**config.mk**
```make
export PLATFORM = sky130hd
export DESIGN_NAME = sbp_fetch_top
export DESIGN_NICKNAME = d
export VERILOG_FILES = /design/src/sbp_fetch_pkg.sv /design/src/fetch_pc_gen.sv /design/src/fetch_queue.sv /design/src/imem_req_ctrl.sv /design/src/sbp_fetch_top.sv /design/src/static_branch_pred.sv
export VERILOG_INCLUDE_DIRS = /design/src
export SDC_FILE = /design/constraint.sdc
export NUM_CORES = 1
export LEC_CHECK = 0
export ABC_AREA = 0
export BUFFER_PORTS_ARGS = -buffer_cell sky130_fd_sc_hd__buf_4
export CORE_UTILIZATION = 32
export DETAILED_ROUTE_END_ITERATION = 7
export PLACE_DENSITY = 0.5
export SYNTH_ARGS = -nofsm -noshare
export SYNTH_HDL_FRONTEND = slang
export SYNTH_SLANG_ARGS = --single-unit
```
**constraint.sdc**
```tcl
create_clock -name clk -period 4.7 [get_ports clk]
set_input_delay 0.705 -clock clk [delete_from_list [all_inputs] [get_ports clk]]
set_output_delay 0.705 -clock clk [all_outputs]
set_load 0.01 [all_outputs]
```
**src/sbp_fetch_macros.svh**
```systemverilog
`ifndef SBP_FETCH_MACROS_SVH
`define SBP_FETCH_MACROS_SVH

// fetch address width, pc and all pc arithmetic
`define INST_ADDR_WIDTH 32

// instruction word width, rv32 without compressed
`define INST_DATA_WIDTH 32

// first fetch address out of reset
`define RESET_PC 32'h0000_0000

// fetch queue entries, keep a power of two of at least 2
`define FQ_DEPTH 4

// byte step between two sequential instructions
`define INST_BYTES 4

`endif

```
**src/sbp_fetch_pkg.sv**
```systemverilog
`include "sbp_fetch_macros.svh"

package sbp_fetch_pkg;

    // major opcodes the predictor cares about
    typedef enum logic [6:0] {
        OP_BRANCH = 7'b1100011, // beq bne blt bge bltu bgeu
        OP_JAL    = 7'b1101111,
        OP_JALR   = 7'b1100111,
        OP_OTHER  = 7'b0000000  // everything else, falls through
    } rv_opcode_e;

    // b-type field layout
    typedef struct packed {
        logic       imm12;   // sign bit of the offset
        logic [5:0] imm10_5;
        logic [4:0] rs2;
        logic [4:0] rs1;
        logic [2:0] funct3;
        logic [3:0] imm4_1;
        logic       imm11;
        logic [6:0] opcode;
    } rv_btype_t;

    // j-type field layout
    typedef struct packed {
        logic       imm20;   // sign bit of the offset
        logic [9:0] imm10_1;
        logic       imm11;
        logic [7:0] imm19_12;
        logic [4:0] rd;
        logic [6:0] opcode;
    } rv_jtype_t;

    // same fetched word, read as branch or as jal
    typedef union packed {
        rv_btype_t b;
        rv_jtype_t j;
    } rv_inst_u;

    // one fetch queue slot, 97 bits
    typedef struct packed {
        rv_inst_u                   inst;
        logic [`INST_ADDR_WIDTH-1:0] pc;
        logic                        pred_taken;
        logic [`INST_ADDR_WIDTH-1:0] recover_pc;  // path not followed
    } fq_entry_t;

endpackage

```
**src/fetch_pc_gen.sv**
```systemverilog
`timescale 1ns/1ps
`include "sbp_fetch_macros.svh"

// fetch pc register
// redirect wins over the predicted next pc
module fetch_pc_gen (
    input  logic                        clk,
    input  logic                        rst_n,
    input  logic                        advance_i,       // a word was accepted this cycle
    input  logic [`INST_ADDR_WIDTH-1:0] pred_next_pc_i,
    input  logic                        redirect_i,
    input  logic [`INST_ADDR_WIDTH-1:0] redirect_pc_i,
    output logic [`INST_ADDR_WIDTH-1:0] fetch_pc_o
);

    logic [`INST_ADDR_WIDTH-1:0] pc_q;
    logic [`INST_ADDR_WIDTH-1:0] redirect_aligned;

    // word aligned, no compressed support
    assign redirect_aligned = {redirect_pc_i[`INST_ADDR_WIDTH-1:2], 2'b00};

    always_ff @(posedge clk or negedge rst_n) begin
        if (!rst_n) begin
            pc_q <= `RESET_PC;
        end else if (redirect_i) begin
            pc_q <= redirect_aligned;      // execute knows better
        end else if (advance_i) begin
            pc_q <= pred_next_pc_i;        // follow the static prediction
        end
    end

    assign fetch_pc_o = pc_q;

endmodule

```
**src/fetch_queue.sv**
```systemverilog
`timescale 1ns/1ps
`include "sbp_fetch_macros.svh"

// circular buffer between fetch and decode
// valid/ready on the decode side
module fetch_queue #(
    parameter int DEPTH = `FQ_DEPTH  // power of two, 2 or more
) (
    input  logic                     clk,
    input  logic                     rst_n,
    input  logic                     flush_i,      // redirect, drop everything
    input  logic                     inflight_i,   // a request is outstanding
    input  logic                     push_i,
    input  sbp_fetch_pkg::fq_entry_t push_entry_i,
    output sbp_fetch_pkg::fq_entry_t pop_entry_o,
    output logic                     deq_valid_o,
    input  logic                     deq_ready_i,
    output logic                     full_o        // no slot left for a new request
);

    import sbp_fetch_pkg::*;

    localparam int PTR_W = $clog2(DEPTH);
    localparam logic [PTR_W:0] FULL_CNT = (PTR_W+1)'(DEPTH);

    fq_entry_t          mem [DEPTH];   // payload only
    logic [PTR_W-1:0]   wr_ptr_q;
    logic [PTR_W-1:0]   rd_ptr_q;
    logic [PTR_W:0]     count_q;       // entries held
    logic [PTR_W+1:0]   occupied;      // held plus reserved
    logic               wr_en;
    logic               rd_en;

    assign wr_en = push_i && !flush_i;
    assign rd_en = deq_valid_o && deq_ready_i && !flush_i;

    always_ff @(posedge clk) begin
        if (wr_en) mem[wr_ptr_q] <= push_entry_i;
    end

    always_ff @(posedge clk or negedge rst_n) begin
        if (!rst_n) begin
            wr_ptr_q <= '0;
            rd_ptr_q <= '0;
            count_q  <= '0;
        end else if (flush_i) begin
            wr_ptr_q <= '0;
            rd_ptr_q <= '0;
            count_q  <= '0;
        end else begin
            if (wr_en) wr_ptr_q <= wr_ptr_q + PTR_W'(1);   // wraps, power of two
            if (rd_en) rd_ptr_q <= rd_ptr_q + PTR_W'(1);
            case ({wr_en, rd_en})
                2'b10:   count_q <= count_q + (PTR_W+1)'(1);
                2'b01:   count_q <= count_q - (PTR_W+1)'(1);
                default: ;                                  // both or none
            endcase
        end
    end

    // outstanding request already owns a slot
    assign occupied = {1'b0, count_q} + {{(PTR_W+1){1'b0}}, inflight_i};
    assign full_o   = occupied >= {1'b0, FULL_CNT};

    assign deq_valid_o = (count_q != '0);
    assign pop_entry_o = mem[rd_ptr_q];

endmodule

```
**src/imem_req_ctrl.sv**
```systemverilog
`timescale 1ns/1ps
`include "sbp_fetch_macros.svh"

// four-phase master toward instruction memory
// req up, ack up, req down, ack down, then next req
module imem_req_ctrl (
    input  logic                        clk,
    input  logic                        rst_n,
    input  logic [`INST_ADDR_WIDTH-1:0] fetch_pc_i,   // address for the next request
    input  logic                        fq_full_i,    // queue has no free slot
    input  logic                        redirect_i,   // execute redirect pulse
    output logic                        imem_req_o,
    output logic [`INST_ADDR_WIDTH-1:0] imem_addr_o,
    input  logic                        imem_ack_i,
    input  logic [`INST_DATA_WIDTH-1:0] imem_rdata_i,
    output logic                        inst_valid_o, // one cycle, word usable
    output sbp_fetch_pkg::rv_inst_u     inst_o,
    output logic [`INST_ADDR_WIDTH-1:0] inst_pc_o
);

    typedef enum logic [1:0] {
        IDLE,         // nothing outstanding
        WAIT_ACK,     // req high, waiting for data
        WAIT_RELEASE  // req low, waiting for ack to drop
    } state_e;

    state_e                        state_q;
    logic [`INST_ADDR_WIDTH-1:0]   addr_q;   // held for the whole request
    logic                          stale_q;  // in-flight word belongs to an old path
    logic                          ack_taken;
    logic                          can_issue;

    assign ack_taken = (state_q == WAIT_ACK) && imem_ack_i;

    // new req only once ack is seen low, and not in a redirect cycle
    // since fetch_pc_i still holds the old path then
    assign can_issue = !imem_ack_i && !fq_full_i && !redirect_i;

    always_ff @(posedge clk or negedge rst_n) begin
        if (!rst_n) begin
            state_q <= IDLE;
        end else begin
            case (state_q)
                IDLE: begin
                    if (can_issue) state_q <= WAIT_ACK;
                end
                WAIT_ACK: begin
                    if (imem_ack_i) state_q <= WAIT_RELEASE; // req drops here
                end
                WAIT_RELEASE: begin
                    if (!imem_ack_i) state_q <= can_issue ? WAIT_ACK : IDLE; // back to back
                end
                default: state_q <= IDLE;
            endcase
        end
    end

    // address latch, loaded whenever a req is about to rise
    always_ff @(posedge clk) begin
        if (can_issue && (state_q == IDLE || state_q == WAIT_RELEASE)) begin
            addr_q <= fetch_pc_i;
        end
    end

    always_ff @(posedge clk or negedge rst_n) begin
        if (!rst_n) begin
            stale_q <= 1'b0;
        end else if (ack_taken) begin
            stale_q <= 1'b0;                   // dropped word, path is clean again
        end else if (redirect_i && state_q == WAIT_ACK) begin
            stale_q <= 1'b1;                   // kill the word when it lands
        end
    end

    assign imem_req_o  = (state_q == WAIT_ACK);
    assign imem_addr_o = addr_q;

    // redirect in the ack cycle kills the word too
    assign inst_valid_o = ack_taken && !stale_q && !redirect_i;
    assign inst_o       = imem_rdata_i;
    assign inst_pc_o    = addr_q;

endmodule

```
**src/sbp_fetch_top.sv**
```systemverilog
`timescale 1ns/1ps
`include "sbp_fetch_macros.svh"

// fetch front end with static branch prediction
module sbp_fetch_top (
    input  logic                        clk,
    input  logic                        rst_n,
    output logic                        imem_req_o,
    output logic [`INST_ADDR_WIDTH-1:0] imem_addr_o,
    input  logic                        imem_ack_i,
    input  logic [`INST_DATA_WIDTH-1:0] imem_rdata_i,
    input  logic                        redirect_valid_i,
    input  logic [`INST_ADDR_WIDTH-1:0] redirect_pc_i,
    output logic                        deq_valid_o,
    input  logic                        deq_ready_i,
    output logic [`INST_DATA_WIDTH-1:0] deq_inst_o,
    output logic [`INST_ADDR_WIDTH-1:0] deq_pc_o,
    output logic                        deq_pred_taken_o,
    output logic [`INST_ADDR_WIDTH-1:0] deq_recover_pc_o
);

    import sbp_fetch_pkg::*;

    logic [`INST_ADDR_WIDTH-1:0] fetch_pc;
    logic                        fq_full;
    logic                        inst_valid;   // accepted word, one cycle
    rv_inst_u                    inst;
    logic [`INST_ADDR_WIDTH-1:0] inst_pc;
    logic                        pred_taken;
    logic [`INST_ADDR_WIDTH-1:0] next_pc;
    logic [`INST_ADDR_WIDTH-1:0] recover_pc;
    fq_entry_t                   push_entry;
    fq_entry_t                   pop_entry;

    imem_req_ctrl i_req_ctrl (
        .clk          (clk),
        .rst_n        (rst_n),
        .fetch_pc_i   (fetch_pc),
        .fq_full_i    (fq_full),
        .redirect_i   (redirect_valid_i),
        .imem_req_o   (imem_req_o),
        .imem_addr_o  (imem_addr_o),
        .imem_ack_i   (imem_ack_i),
        .imem_rdata_i (imem_rdata_i),
        .inst_valid_o (inst_valid),
        .inst_o       (inst),
        .inst_pc_o    (inst_pc)
    );

    static_branch_pred i_pred (
        .inst_valid_i (inst_valid),
        .inst_i       (inst),
        .pc_i         (inst_pc),
        .pred_taken_o (pred_taken),
        .next_pc_o    (next_pc),
        .recover_pc_o (recover_pc)
    );

    fetch_pc_gen i_pc_gen (
        .clk            (clk),
        .rst_n          (rst_n),
        .advance_i      (inst_valid),
        .pred_next_pc_i (next_pc),
        .redirect_i     (redirect_valid_i),
        .redirect_pc_i  (redirect_pc_i),
        .fetch_pc_o     (fetch_pc)
    );

    // entry built from the word and its prediction, same cycle
    assign push_entry = '{inst: inst, pc: inst_pc, pred_taken: pred_taken,
                          recover_pc: recover_pc};

    fetch_queue #(
        .DEPTH (`FQ_DEPTH)
    ) i_queue (
        .clk          (clk),
        .rst_n        (rst_n),
        .flush_i      (redirect_valid_i),
        .inflight_i   (imem_req_o),     // req high means one word still to come
        .push_i       (inst_valid),
        .push_entry_i (push_entry),
        .pop_entry_o  (pop_entry),
        .deq_valid_o  (deq_valid_o),
        .deq_ready_i  (deq_ready_i),
        .full_o       (fq_full)
    );

    // unpack toward decode
    assign deq_inst_o       = pop_entry.inst;
    assign deq_pc_o         = pop_entry.pc;
    assign deq_pred_taken_o = pop_entry.pred_taken;
    assign deq_recover_pc_o = pop_entry.recover_pc;

endmodule

```
**src/static_branch_pred.sv**
```systemverilog
`timescale 1ns/1ps
`include "sbp_fetch_macros.svh"

// backward taken, forward not taken
// jal always taken, jalr never predicted (no register read in fetch)
module static_branch_pred (
    input  logic                        inst_valid_i,
    input  sbp_fetch_pkg::rv_inst_u     inst_i,
    input  logic [`INST_ADDR_WIDTH-1:0] pc_i,
    output logic                        pred_taken_o,
    output logic [`INST_ADDR_WIDTH-1:0] next_pc_o,    // where fetch goes next
    output logic [`INST_ADDR_WIDTH-1:0] recover_pc_o  // where fetch goes on mispredict
);

    import sbp_fetch_pkg::*;

    rv_opcode_e                    op_class;
    logic [`INST_ADDR_WIDTH-1:0]   b_imm;
    logic [`INST_ADDR_WIDTH-1:0]   j_imm;
    logic [`INST_ADDR_WIDTH-1:0]   pc_seq;     // pc+4
    logic [`INST_ADDR_WIDTH-1:0]   b_target;
    logic [`INST_ADDR_WIDTH-1:0]   j_target;
    logic                          br_backward;

    // opcode classification
    always_comb begin
        case (inst_i.b.opcode)
            OP_BRANCH: op_class = OP_BRANCH;
            OP_JAL:    op_class = OP_JAL;
            OP_JALR:   op_class = OP_JALR;
            default:   op_class = OP_OTHER;
        endcase
    end

    // 13 bit b offset, sign extended
    assign b_imm = {{(`INST_ADDR_WIDTH-13){inst_i.b.imm12}}, inst_i.b.imm12,
                    inst_i.b.imm11, inst_i.b.imm10_5, inst_i.b.imm4_1, 1'b0};

    // 21 bit j offset, sign extended
    assign j_imm = {{(`INST_ADDR_WIDTH-21){inst_i.j.imm20}}, inst_i.j.imm20,
                    inst_i.j.imm19_12, inst_i.j.imm11, inst_i.j.imm10_1, 1'b0};

    assign pc_seq   = pc_i + `INST_ADDR_WIDTH'(`INST_BYTES);
    assign b_target = pc_i + b_imm;
    assign j_target = pc_i + j_imm;

    assign br_backward = inst_i.b.imm12; // negative offset means loop

    always_comb begin
        pred_taken_o = 1'b0;
        next_pc_o    = pc_seq;
        recover_pc_o = pc_seq;   // jalr and other, both ways sequential
        case (op_class)
            OP_BRANCH: begin
                if (br_backward) begin
                    pred_taken_o = inst_valid_i;
                    next_pc_o    = b_target;
                    recover_pc_o = pc_seq;     // fall-through if not taken after all
                end else begin
                    recover_pc_o = b_target;   // forward target if taken after all
                end
            end
            OP_JAL: begin
                pred_taken_o = inst_valid_i;
                next_pc_o    = j_target;
            end
            default: ;
        endcase
    end

endmodule
```
==> run metrics, run 1 <==
LEAKAGE=0.00882 uW; first-pass GRT wire length=89.3 mm; worst hold slack=0.156 ns; clk buf depth=3; DRC=0; Tmin final=3.84 ns; worst hold path type=in -> async; most common cell after layout, fill and taps aside=edfxtp_1; post-synth cell types=69; Initial Util=about a third; Post-synth ARST share=a little under a tenth; initial antenna violation count=1; Slew Viols, Final=0; register area share after synthesis=63.4%; CP Launch Type=flop; Reg power frac=42.4%; arrival time at the worst endpoint=between 4 and 5 ns; Crit path required time=between 5 and 6 ns; final worst slack=approximately 0.86 ns; CTS Sinks=between 400 and 500; Post-CTS Setup Repair Bufs=0; grt total ovfl=0; post-DP HPWL=about 42 mm; Syn Area/Cell=between 10 and 15 sq um; Vias=about 14000; YS warnings=0; DR pass1 iterations=5; setup violators final=0; Max Fclk=about 0.26 GHz; Top FF cell, synth=edfxtp_1; CP Launch Point=i_req_ctrl.imem_addr_o[3]; clock skew=0.0156 ns; Combinational Power Share=between 20% and 30%; final wirelength=about 61 mm; crit path max fanout=11; total global-route track usage=between 10% and 20%; Yosys top cell by area=edfxtp_1; num rows=94; FF+latch count, synth=458; Final Cycle Share=81.8%; cts hold-fix bufs=0; Wirelength per Cell=23.5 um; nets@finish=roughly 1800; layout cells sized above 1=24.8%; H-tree depth=2; TNS Setup=0 ns; antenna viol nets, final=0; Worst-Skew Late Latency=0.59 ns; vias in the first global route=between 10000 and 15000; Syn Nets=between 1500 and 2000; Avg Vias per Cell=roughly 5.3; Reg clk slew, reported paths=approximately 0.060 ns; Synth Instances=between 1000 and 1500; Place WS=0.767 ns; Slew @ Worst Pin=0.908 ns; port bufs=197; CTS tree=built; Power Dens Cells=approximately 460 mW/mm^2; core region area=0.0659 sq mm; critical path class=reg -> reg; Routability Congestion=a little over 0.9; Final Non-Filler Cells=around 2600; top cell type's share of synthesized area=58.5%; largest net degree at the start of global routing=50; most frequent cells in the layout=416 x edfxtp_1, 222 x buf_4, 124 x nor2_1; Clock Root Buffer=clkbuf_16; R2R setup slack=around 0.86 ns; RR Startpoint=i_req_ctrl.imem_addr_o[3]; Top-Level Pins=200; top cells by area, synth=edfxtp_1 58%, mux4_2 10%, dfrtp_1 4.9%; CTS buffer count=50; Clk network pwr share=32.8%; max-cap check violation count=0; Slew headroom=about two fifths; DIE AREA=~0.068 sq mm; worst vdd ir=around 0.26 mV; internal power=8350 uW; DR iter-0 viols=around 1000; Fillers=~6200; Cell Area, Synth=around 0.021 sq mm; Final Hold Viols=0; placed insts=2497; final instance area=between 0.02 and 0.03 sq mm; Net Switching=about 3400 uW; PostCTS Resize Cnt=0; RSZ-0062 raised after global routing=no; Die H=roughly 260 um; sw frac=28.9%; CP Capture Type=flop; Placement Cell Area=between 0.02 and 0.025 sq mm; Die X=about 260 um; Layout area overhead=19.9%; run status=finished, final reports clean; EDFF count, synth=416
[flip-flops by register name (all words and copies together), names as in the netlist]
name	cells
i_queue.count_q	3
i_queue.mem	384
i_pc_gen.fetch_pc_o	32
i_req_ctrl.stale_q	1
i_queue.rd_ptr_q	2
i_queue.wr_ptr_q	2
i_req_ctrl.state_q	2
i_req_ctrl.imem_addr_o	32
[cell families (layout without fill, tap and decap cells)]
kind of cell / after synthesis / after routing / share of synthesized area (%)
AOI/OAI and AO/OA: 330 / 330 / 9.62
xor gates and xnor gates: 74 / 74 / 3.03
adders and majority gates: 51 / 51 / 3.09
buffers and inverters: 111 / 344 / 2.11
DFF: 458 / 458 / 63.4
muxes: 114 / 114 / 11.0
other: 0 / 1 / 0
and+or+nand+nor: 353 / 353 / 7.76
[power by group through the flow]
stage | sequential [uW] | clock (uW) | combinational [uW]
2_1_floorplan | 4920 | 0 | 1880
3_3_place_gp | 5070 | 0 | 2930
3_5_place_dp | 5080 | 0 | 2940
4_1_cts | 5000 | 3960 | 2960
5_1_grt | 5020 | 4110 | 3170
6_report | 4980 | 3850 | 2920
[cell usage after synthesis, drive strengths merged, types with 9 or more instances]
master and instances:
and3 14, mux2i 16, xor2 30, inv 21
buf 26, nor2 124, and2 9, mux4 96
nand3 27, nand2 97, nor3 16, nand4 22
edfxtp 416, dfrtp 42, a221oi 14, xnor2 44
o21ai 91, clkbuf 64, a211oi 9, a31oi 13
ha 48, a21oi 108, o211ai 9, a21o 20
[stage by stage]
step / utilization (%) / power [uW]
final: 38.9 / 11800
after floorplan: - / 6790
after CTS: 38.9 / 11900
after global routing: 38.9 / 12300
after detailed placement: 36.4 / 8020
after global placement: 36.4 / 8000
[critical path, stage by stage (launching register included)]
cell,delay [ns]
edfxtp_1,0.62
ha_1,0.37
a211oi_1,0.58
o211a_1,0.30
or4_1,0.14
nand3_2,0.17
a21boi_1,0.69
o21ai_0,0.22
xnor2_1,0.17
o21ai_0,0.34
[layout make-up]
| cell class | instances | area, sq um | area share, % |
|---|---|---|---|
| tap | 864 | 1080 | 4.22 |
| sequential | 458 | 13600 | 52.9 |
| multi-input combinational | 922 | 7410 | 28.9 |
| clock buffer | 69 | 1420 | 5.56 |
| timing repair buffer | 232 | 1870 | 7.29 |
| clock inverter | 22 | 203 | 0.791 |
| inverter | 21 | 78.8 | 0.308 |
| antenna | 1 | 2.50 | 0.00977 |
[path summary, 6_finish.rpt]
check                                            endpoint  depth (start not counted)
worst max-delay path                   i_queue.mem[3][30]                          9
worst min-delay path              i_pc_gen.fetch_pc_o[25]                          1
worst max register to register         i_queue.mem[3][30]                          9
worst min register to register  i_req_ctrl.imem_addr_o[0]                          0
max in group asynchronous             i_queue.rd_ptr_q[0]                          1
min in group clk                   i_pc_gen.fetch_pc_o[5]                          3
[routing by layer]
| layer | track usage (%) | wire length [um] |
|---|---|---|
| met1 | 24.6 | 27500 |
| met2 | 29.1 | 29200 |
| met3 | 3.00 | 3100 |
| met4 | 4.43 | 1220 |
| met5 | 0 | 0 |
(Power assumes the default switching activity.)
==> run 2, diff against run 1 <==
clock period = 3.95 ns   (was 4.7 ns; I/O delays follow)
==> run 2 against run 1 <==
- hold slack worse by 0.12 ns
- design area is 1.4% higher
- non-clock buffer count grew 38
==> run metrics, run 2 (synthesized netlist as in run 1, its figures left out) <==
Final Non-Filler Cells=2631 (+1.6%); total global-route track usage=18.4% (+0.54 points); H-tree depth=2 (unchanged); Slew @ Worst Pin=0.740 ns (-0.168 ns); Power Dens Cells=550 mW/mm^2 (+20%); RSZ-0062 raised after global routing=no; setup violators final=0 (unchanged); worst hold slack=0.0319 ns (-0.124 ns); post-DP HPWL=42.3 mm (+1.8%); Post-CTS Setup Repair Bufs=0 (unchanged); Largest Register=i_queue.mem; most frequent cells in the layout=416 x edfxtp_1, 260 x buf_4, 124 x nor2_1; DIE AREA=0.0678 sq mm (unchanged); Layout area overhead=21.6%; Final Cycle Share=91.1% (+9.3 points); max-cap check violation count=0 (unchanged); Wirelength per Cell=23.7 um (+0.83%); max reg flops=384 (unchanged); worst hold path type=in -> async; first-pass GRT wire length=91.5 mm (+2.5%); final wirelength=62.5 mm (+2.5%); Max Fclk=0.278 GHz (+6.8%); Final Hold Viols=0 (unchanged); grt total ovfl=0 (unchanged); PostCTS Resize Cnt=0 (unchanged); clock skew=0.0232 ns (+0.00759 ns); port bufs=197 (unchanged); CP Capture Type=flop; arrival time at the worst endpoint=3.91 ns (-0.28 ns); largest net degree at the start of global routing=67 (+34%); nets@finish=1843 (+2.1%); Crit path required time=4.26 ns (-0.79 ns); Vias=13773 (+0.67%); Clock Root Buffer=clkbuf_16; Reg clk slew, reported paths=0.07 ns (about the same); worst vdd ir=0.355 mV (+35%); final instance area=0.0260 sq mm (+1.4%); layout cells sized above 1=26.6% (+1.8 points); vias in the first global route=13740 (+0.69%); initial antenna violation count=3 (+2); clk buf depth=3 (unchanged); DR pass1 iterations=6 (+1); critical path class=reg -> reg; Placement Cell Area=0.0243 sq mm (+1.2%); Slew headroom=50.6% (+12 points); DR iter-0 viols=1100 (+7.3%); LEAKAGE=0.00904 uW (+2.4%); placed insts=2535 (+1.5%); crit path max fanout=11 (unchanged); Post-Route Utilization=39.4% (+0.54 points); Die H=260 um (unchanged); most common cell after layout, fill and taps aside=edfxtp_1; Die X=260 um (unchanged); Initial Util=32.4% (unchanged); antenna viol nets, final=0 (unchanged); cts hold-fix bufs=0 (unchanged); core region area=0.0659 sq mm (unchanged); CTS tree=built; run status=finished, final reports clean; Avg Vias per Cell=5.23 (-0.93%); Slew Viols, Final=0 (unchanged); num rows=94 (unchanged); CP Launch Type=flop; Top-Level Pins=200 (unchanged); TNS Setup=0 ns (unchanged); CTS Sinks=458 (unchanged); CTS buffer count=50 (unchanged); GRT met1 Usage=26.0% (+1.4 points); met3 Use GR=3.08% (+0.078 points); Worst-Skew Late Latency=0.60 ns (about the same); DRC=0 (unchanged); Tmin final=3.60 ns (-0.246 ns); met2 Track Usage GR=29.5% (+0.33 points); global routing's busiest layer=met2; Routability Congestion=0.934 (+3.1%)
-- run 2: cell types whose count changed in the layout (fill, tap and decap cells not counted), moves of 2 or more --
cell        before  now
bufinv_16        3    7
clkinv_2         6   12
inv_16           0    2
clkbuf_1        10    7
buf_4          222  260
clkbuf_8         8    1
clkinvlp_4       1    3
-- run 2: layer usage --
metal | up-vias | part of all wire [%]
met1 | 7057 | 46
met5 | - | 0.016
met2 | 355 | 48
met3 | 57 | 4.7
met4 | 2 | 1.6
li1 | 6302 | -
-- run 2: layout make-up --
class	count	area, sq um
Antenna cell	2	5.00
Tap cell	864	1080
Timing Repair Buffer	270	2150
Clock inverter	36	403
Clock buffer	58	1290
Multi-Input combinational cell	922	7410
Fill cell	6209	39900
Inverter	21	78.8
Sequential cell	458	13600
-- run 2: worst paths after layout --
kind,start,end,slack [ns],depth (start not counted)
max in group asynchronous,rst_n,i_queue.rd_ptr_q[0],3.34,1
min in group clk,imem_rdata_i[4],i_queue.mem[0][69],0.20,1
max reg2reg,i_req_ctrl.imem_addr_o[3],i_queue.mem[3][28],0.35,9
max,i_req_ctrl.imem_addr_o[3],i_queue.mem[3][28],0.35,9
min reg2reg,i_pc_gen.fetch_pc_o[19],i_req_ctrl.imem_addr_o[19],0.44,0
min,rst_n,i_pc_gen.fetch_pc_o[18],0.03,1
-- run 2: worst max-delay path, cell delays in order (launching register included) --
cell and delay (ns):
edfxtp_1 0.61, ha_1 0.48, o21ai_0 0.19, o211a_1 0.28, or4_1 0.50, nand3_2 0.19, a31oi_4 0.20, o21ai_0 0.28
xnor2_1 0.08, o21ai_0 0.48
-- run 2: power breakdown --
group,total (uW),switching (uW),internal (uW)
registers,5790,189,5600
clock network,4820,2000,2830
logic,3680,1990,1690
-- run 2: stage by stage --
stage / setup slack [ns] / total power (uW)
after global routing: 0.116 / 15000
after global placement: 0.325 / 9590
after floorplan: 0.700 / 8080
after detailed placement: 0.311 / 9610
after CTS: 0.408 / 14500
final: 0.352 / 14300
